===== config.mk =====
export PLATFORM = sky130hd
export DESIGN_NAME = packet_disaggregate
export DESIGN_NICKNAME = d
export VERILOG_FILES = /design/src/verilog/packet_pkg.sv /design/src/verilog/packet_demux.sv /design/src/verilog/packet_disaggregate.sv /design/src/verilog/packet_width_converter.sv
export SDC_FILE = /design/constraint.sdc
export NUM_CORES = 1
export LEC_CHECK = 0
export ABC_CLOCK_PERIOD_IN_PS = 83200
export BUFFER_PORTS_ARGS = -buffer_cell sky130_fd_sc_hd__buf_2
export CORE_AREA = 10 10 274 276
export DETAILED_ROUTE_END_ITERATION = 16
export DIE_AREA = 0 0 284 286
export SETUP_SLACK_MARGIN = 0.05
export SLEW_MARGIN = 20
export SYNTH_ARGS = -nofsm -noshare
export SYNTH_HDL_FRONTEND = slang
export SYNTH_SLANG_ARGS = --single-unit

===== constraint.sdc =====
create_clock -name clk -period 83.2 [get_ports clk]
set_input_delay 8.32 -clock clk [delete_from_list [all_inputs] [get_ports clk]]
set_output_delay 8.32 -clock clk [all_outputs]
set_load 0.05 [all_outputs]

===== src/verilog/packet_pkg.sv =====
package packet_pkg;

    // ========================================
    // Sizing
    // ========================================

    // Output ports on the narrow side
    localparam int NUM_OUTPUTS = 3;

    // Bus widths in bytes
    localparam int IN_BYTES  = 64;
    localparam int OUT_BYTES = 16;

    // Narrow slices carved out of one wide word
    localparam int SLICES_PER_WORD = IN_BYTES / OUT_BYTES;

    localparam int META_WID = 32;

    // Derived field widths
    localparam int IN_MTY_WID    = $clog2(IN_BYTES);
    localparam int OUT_MTY_WID   = $clog2(OUT_BYTES);
    localparam int CTXT_WID      = $clog2(NUM_OUTPUTS);
    localparam int SLICE_IDX_WID = $clog2(SLICES_PER_WORD);

    // ========================================
    // Vector types
    // ========================================

    // Byte 0 of a word sits in bits [7:0]
    typedef logic [IN_BYTES*8-1:0]  in_data_t;
    typedef logic [OUT_BYTES*8-1:0] out_data_t;

    // Empty byte count at the high end of the word
    typedef logic [IN_MTY_WID-1:0]  in_mty_t;
    typedef logic [OUT_MTY_WID-1:0] out_mty_t;

    typedef logic [META_WID-1:0] meta_t;

    // Output port index
    typedef logic [CTXT_WID-1:0] ctxt_t;

    // Slice position inside a wide word
    typedef logic [SLICE_IDX_WID-1:0] slice_idx_t;

    // ========================================
    // Word structs
    // ========================================

    typedef struct packed {
        in_data_t data;
        logic     eop;
        in_mty_t  mty;
        meta_t    meta;
    } pkt_in_word_t;

    typedef struct packed {
        out_data_t data;
        logic      eop;
        out_mty_t  mty;
        meta_t     meta;
    } pkt_out_word_t;

    // Width converter FSM
    typedef enum logic {
        IDLE,
        SLICING
    } conv_state_t;

endpackage


===== src/verilog/packet_demux.sv =====
`timescale 1ns/1ps

module packet_demux
    import packet_pkg::*;
(
    input  logic                   clk,
    input  logic                   rst_n,

    // Slices from the converter
    input  logic                   mid_valid,
    input  pkt_out_word_t          mid_word,
    output logic                   mid_rdy,

    // Port select, sampled on the first slice of a packet
    input  ctxt_t                  ctxt_sel,

    // Output ports
    output logic [NUM_OUTPUTS-1:0] out_valid,
    output pkt_out_word_t          out_word,
    input  logic [NUM_OUTPUTS-1:0] out_rdy,

    output logic [NUM_OUTPUTS-1:0] event_out
);

    // ========================================
    // Signals
    // ========================================
    logic                   sop_q;
    ctxt_t                  ctxt_q;
    ctxt_t                  ctxt_cur;
    logic [NUM_OUTPUTS-1:0] sel_onehot;
    logic                   mid_xfer;

    // ========================================
    // Context tracking
    // ========================================

    // First slice uses the live select, the rest use the held copy
    assign ctxt_cur = sop_q ? ctxt_sel : ctxt_q;
    assign mid_xfer = mid_valid && mid_rdy;

    always_ff @(posedge clk) begin
        if (!rst_n) begin
            sop_q  <= 1'b1;
            ctxt_q <= '0;
        end else if (mid_xfer) begin
            sop_q <= mid_word.eop;
            if (sop_q) begin
                ctxt_q <= ctxt_sel;
            end
        end
    end

    // ========================================
    // Routing
    // ========================================
    always_comb begin
        sel_onehot = '0;
        for (int i = 0; i < NUM_OUTPUTS; i++) begin
            if (ctxt_cur == ctxt_t'(i)) begin
                sel_onehot[i] = 1'b1;
            end
        end
    end

    assign out_valid = mid_valid ? sel_onehot : '0;
    assign out_word  = mid_word;

    // Out-of-range context matches no port, so its slices are drained
    assign mid_rdy = (|(sel_onehot & out_rdy)) || (sel_onehot == '0);

    // End of packet per port, one cycle after the eop slice moves
    always_ff @(posedge clk) begin
        if (!rst_n) begin
            event_out <= '0;
        end else begin
            event_out <= out_valid & out_rdy & {NUM_OUTPUTS{mid_word.eop}};
        end
    end

endmodule


===== src/verilog/packet_disaggregate.sv =====
`timescale 1ns/1ps

module packet_disaggregate
    import packet_pkg::*;
(
    input  logic                   clk,
    input  logic                   rst_n,

    // Wide packet input
    input  logic                   in_valid,
    input  pkt_in_word_t           in_word,
    output logic                   in_rdy,

    input  ctxt_t                  ctxt_sel,

    // Narrow packet outputs, one shared word
    output logic [NUM_OUTPUTS-1:0] out_valid,
    output pkt_out_word_t          out_word,
    input  logic [NUM_OUTPUTS-1:0] out_rdy,

    // End-of-packet pulses
    output logic                   event_in,
    output logic [NUM_OUTPUTS-1:0] event_out
);

    // ========================================
    // Converter to demux
    // ========================================
    logic          mid_valid;
    pkt_out_word_t mid_word;
    logic          mid_rdy;

    packet_width_converter u_converter (
        .clk       (clk),
        .rst_n     (rst_n),
        .in_valid  (in_valid),
        .in_word   (in_word),
        .in_rdy    (in_rdy),
        .mid_valid (mid_valid),
        .mid_word  (mid_word),
        .mid_rdy   (mid_rdy),
        .event_in  (event_in)
    );

    packet_demux u_demux (
        .clk       (clk),
        .rst_n     (rst_n),
        .mid_valid (mid_valid),
        .mid_word  (mid_word),
        .mid_rdy   (mid_rdy),
        .ctxt_sel  (ctxt_sel),
        .out_valid (out_valid),
        .out_word  (out_word),
        .out_rdy   (out_rdy),
        .event_out (event_out)
    );

endmodule


===== src/verilog/packet_width_converter.sv =====
`timescale 1ns/1ps

module packet_width_converter
    import packet_pkg::*;
(
    input  logic          clk,
    input  logic          rst_n,

    // Wide input
    input  logic          in_valid,
    input  pkt_in_word_t  in_word,
    output logic          in_rdy,

    // Narrow output toward the demux
    output logic          mid_valid,
    output pkt_out_word_t mid_word,
    input  logic          mid_rdy,

    // End of packet seen on the input
    output logic          event_in
);

    // ========================================
    // Signals
    // ========================================
    conv_state_t  state;
    conv_state_t  state_nxt;

    pkt_in_word_t word_q;
    slice_idx_t   slice_idx;
    slice_idx_t   last_idx;
    slice_idx_t   last_idx_in;

    logic         in_xfer;
    logic         mid_xfer;
    logic         slice_last;

    // ========================================
    // Handshakes
    // ========================================
    assign slice_last = (slice_idx == last_idx);
    assign mid_xfer   = mid_valid && mid_rdy;

    // Accept the next word while the final slice of the current one moves
    assign in_rdy  = (state == IDLE) || (mid_xfer && slice_last);
    assign in_xfer = in_valid && in_rdy;

    // Index of the final slice, from the valid bytes of an eop word
    always_comb begin
        if (in_word.eop) begin
            last_idx_in = slice_idx_t'((IN_BYTES - 1 - int'(in_word.mty)) / OUT_BYTES);
        end else begin
            last_idx_in = slice_idx_t'(SLICES_PER_WORD - 1);
        end
    end

    // ========================================
    // FSM
    // ========================================
    always_comb begin
        state_nxt = state;
        case (state)
            IDLE: begin
                if (in_xfer) begin
                    state_nxt = SLICING;
                end
            end
            SLICING: begin
                // A new word may replace the old one in the same cycle
                if (mid_xfer && slice_last && !in_xfer) begin
                    state_nxt = IDLE;
                end
            end
            default: state_nxt = IDLE;
        endcase
    end

    always_ff @(posedge clk) begin
        if (!rst_n) begin
            state     <= IDLE;
            slice_idx <= '0;
            last_idx  <= '0;
            event_in  <= 1'b0;
        end else begin
            state    <= state_nxt;
            event_in <= in_xfer && in_word.eop;
            if (in_xfer) begin
                slice_idx <= '0;
                last_idx  <= last_idx_in;
            end else if (mid_xfer) begin
                slice_idx <= slice_idx + 1'b1;
            end
        end
    end

    // Held wide word
    always_ff @(posedge clk) begin
        if (in_xfer) begin
            word_q <= in_word;
        end
    end

    // ========================================
    // Slice output
    // ========================================
    assign mid_valid = (state == SLICING);

    always_comb begin
        mid_word.data = word_q.data[int'(slice_idx)*OUT_BYTES*8 +: OUT_BYTES*8];
        mid_word.meta = word_q.meta;
        mid_word.eop  = word_q.eop && slice_last;
        // Leftover empty bytes land in the final slice
        if (mid_word.eop) begin
            mid_word.mty = out_mty_t'(word_q.mty % OUT_BYTES);
        end else begin
            mid_word.mty = '0;
        end
    end

endmodule

==> PnR_summary.wiki <==
{| class="wikitable"
! Metric !! Value
|-
| Post-CTS resize count || 0
|-
| Share of layout cells above drive strength 1 || 59.7%
|-
| RD Place Congestion || around 0.88
|-
| Required arrival time at the worst endpoint || between 70 and 80 ns
|-
| # fillers || approximately 6400
|-
| Standard cell area after detailed placement || ~0.025 mm^2
|-
| Worst-Margin Slew || 1.10 ns
|-
| Startpoint class of the critical path || primary input
|-
| Final number of max-transition violations || 0
|-
| Clock Tree Buf Depth || 3
|-
| Setup slack of the most critical reg-to-reg path || about 78 ns
|-
| Final routed wirelength across all metal layers || ~59000 um
|-
| Total clock buffers created by CTS || 58
|-
| Endpoint arrival time on the critical path || 9.64 ns
|-
| Number of hold-repair buffers added at the cts stage || 0
|-
| Setup repair after global routing missed its margin || no
|-
| Count of clock tree sinks || ~560
|-
| Number of iterations in the first detailed-routing pass || 4
|-
| Synth top area share || between 80% and 90%
|-
| Vias per Instance || roughly 4.4
|-
| Number of flip-flops and latches in the synthesized netlist || between 500 and 600
|-
| Post-DRT Antenna Nets || 0
|-
| Final setup violation count || 0
|-
| TritonCTS clock tree || done
|-
| Worst slew margin || between 20% and 30%
|-
| Number of antenna violations at the first check in global routing || 19
|-
| Worst hold margin || about 0.5 ns
|-
| Average instance area after synthesis || between 20 and 25 um^2
|-
| Nets in the synthesized netlist || 1385
|-
| Total number of yosys warnings || 0
|-
| Library cells used by synthesis || 36
|-
| DIE WIDTH || 284 um
|-
| Most frequently used cell type in the post-synthesis netlist || sky130_fd_sc_hd__edfxtp_1
|-
| Count of final hold-check violations || 0
|-
| Highest Clock Rate || between 0.05 and 0.06 GHz
|-
| H-tree depth reported by CTS || 2
|-
| DPL Wire Length || around 45000 um
|-
| Pin count of the biggest net entering global routing || about 180
|-
| Fraction of the yosys area taken by sequential cells || between 80% and 90%
|-
| Cell type with the highest aggregate area in the netlist || sky130_fd_sc_hd__edfxtp_1
|-
| Main synth FF type || sky130_fd_sc_hd__edfxtp_1
|-
| Class of the worst hold path || reg2reg
|-
| First-pass GRT wire length || ~85000 um
|-
| Cell row count || 97
|-
| Area contributors post-synth || sky130_fd_sc_hd__edfxtp_1 (81%), sky130_fd_sc_hd__mux4_2 (14%), sky130_fd_sc_hd__buf_4 (1.2%)
|-
| Max capacitance violation total || 0
|-
| Minimum clock period after layout || 17.96 ns
|-
| Setup crit end kind || output port
|-
| Input/output buffers || approximately 730
|-
| Root buffer cell || sky130_fd_sc_hd__clkbuf_16
|-
| Final Cycle Share || between 20% and 30%
|-
| CP Class || in2out
|-
| Number of global-route vias before repair || 12400
|-
| Vert. Die Dim || between 200 and 300 um
|-
| Number of vias in the routed layout || between 10000 and 15000
|-
| Die Footprint || 0.0812 mm^2
|-
| Number of enable-type register cells in the synthesized netlist || between 500 and 600
|-
| Area added between synthesis and finish || 31.8%
|-
| Worst vdd rail ir drop || approximately 18 uV
|-
| Share of synthesized flip-flops with an asynchronous set or reset || 0%
|-
| Post-synthesis instance total || 826
|-
| Overall overflow remaining after global route || 0
|-
| Iteration-0 DRC Markers || roughly 680
|-
| Clock transition at the register clock pins on the worst setup and hold paths after CTS || ~0.06 ns
|-
| Post-CTS Setup Repair Bufs || 0
|-
| Post-Syn Area || slightly above 0.02 mm^2
|-
| Top-level port count || around 730
|-
| Most frequent cells after synthesis || sky130_fd_sc_hd__edfxtp_1 (549), sky130_fd_sc_hd__mux4_2 (128), sky130_fd_sc_hd__buf_4 (33)
|-
| GRT Util Overall || between 10 and 15%
|-
| Non-Filler Cell Area, Final || 0.0270 mm^2
|-
| Final sum of negative setup slack || 0 ns
|-
| Final routed wire length divided by cell count || around 23 um
|-
| Outcome || complete, no violations
|-
| Fin Clk Skew || between 0.02 and 0.025 ns
|-
| Starting utilization of the core area || between 20% and 30%
|-
| Final Net Count || roughly 2100
|-
| Pwr Density || between 20 and 30 mW/mm^2
|-
| Leakage dissipation || between 0.01 and 0.015 uW
|-
| CP Max Fanout || 7
|-
| Latest clock arrival within the worst-skew pair || a little over 0.6 ns
|-
| Core ar. || between 0.06 and 0.07 mm^2
|-
| DRC errors left || 0
|}
through the flow:
step                utilization (%)  power, uW  setup slack (ns)  instances
floorplan                         -        438             49.63        826
detailed placement             36.0        448             65.24       2441
finish                         38.8        702             65.24       2559
global route                   38.8        729             65.17       2556
global placement               36.0        446             65.28       2441
CTS                            38.7        712             65.24       2546
kinds of logic (layout without fill, tap and decap cells):
family          Yosys count  count (layout)  share of synthesized area [%]
xor+xnor                  2               2                         0.0857
compound gates           21              21                          0.844
buf+inv                  71             851                           2.01
other cells               0              13                              0
simple gates             39              39                          0.991
mux                     132             132                           14.3
flops                   561             561                           81.8
per-layer routing:
metal | routed length, um | track usage (%) | vias to the layer above
met2 | 32200 | 25.2 | 490
met1 | 21300 | 15.5 | 5701
met4 | 1120 | 4.01 | 12
met3 | 4660 | 4.69 | 80
li1 | - | - | 4956
met5 | 67 | 0 | -
path summary, 6_finish.rpt:
check / start / to / depth (start not counted)
setup / recovery: ctxt_sel[0] / in_rdy / 6
hold reg to reg: u_converter.last_idx[1]$_SDFFE_PN0P_ / u_converter.last_idx[1]$_SDFFE_PN0P_ / 2
hold / removal: u_converter.last_idx[1]$_SDFFE_PN0P_ / u_converter.last_idx[1]$_SDFFE_PN0P_ / 2
setup reg to reg: u_converter.slice_idx[0]$_SDFFE_PP0N_ / u_converter.word_q[248]$_DFFE_PP_ / 7
placed cells by master, fill, tap and decap left out, types with 4 or more instances in the layout:
cell / instances
sky130_fd_sc_hd__nor3_1: 4
sky130_fd_sc_hd__clkinv_2: 12
sky130_fd_sc_hd__and2_1: 6
sky130_fd_sc_hd__clkbuf_1: 14
sky130_fd_sc_hd__o21ai_0: 4
sky130_fd_sc_hd__nand2_1: 14
sky130_fd_sc_hd__bufinv_16: 8
sky130_fd_sc_hd__edfxtp_1: 549
sky130_fd_sc_hd__buf_2: 731
sky130_fd_sc_hd__diode_2: 13
sky130_fd_sc_hd__mux4_2: 128
sky130_fd_sc_hd__mux2i_1: 4
sky130_fd_sc_hd__dfxtp_1: 10
sky130_fd_sc_hd__clkinv_1: 5
sky130_fd_sc_hd__clkbuf_16: 58
sky130_fd_sc_hd__inv_1: 6
sky130_fd_sc_hd__buf_4: 5
sky130_fd_sc_hd__nor2_1: 4
flip-flops by register name (all words and copies together) (netlist names):
signal,cells
u_demux.event_out,3
u_demux.ctxt_q,2
u_demux.sop_q,1
u_converter.mid_word,32
u_converter.word_q,517
u_converter.event_in,1
u_converter.mid_valid,1
u_converter.slice_idx,2
u_converter.last_idx,2
worst max-delay path, stage by stage:
cell and delay [ns]:
sky130_fd_sc_hd__buf_2 0.14, sky130_fd_sc_hd__nand2b_1 0.15, sky130_fd_sc_hd__a32o_1 0.29, sky130_fd_sc_hd__o21a_4 0.26
sky130_fd_sc_hd__o21ai_1 0.18, sky130_fd_sc_hd__buf_2 0.31
where the power goes:
| part | total [uW] | switching [uW] | internal (uW) | leakage, uW |
|---|---|---|---|---|
| registers | 348 | 7.54 | 341 | 0.00537 |
| clock network | 261 | 106 | 155 | 0.000937 |
| logic | 92.1 | 63.2 | 28.9 | 0.00378 |
cell type report:
cell class / instances / area (um^2) / share of cell area (%)
diodes: 13 / 32.5 / 0.121
clock inverters: 30 / 368 / 1.36
multi-input cells: 194 / 3320 / 12.3
flip-flops and latches: 561 / 16700 / 62.1
well taps: 940 / 1180 / 4.36
clock buffers: 75 / 1550 / 5.73
inverters: 6 / 22.5 / 0.0835
repair buffers: 740 / 3760 / 13.9
Note: power is estimated with default switching activity, not from simulation.
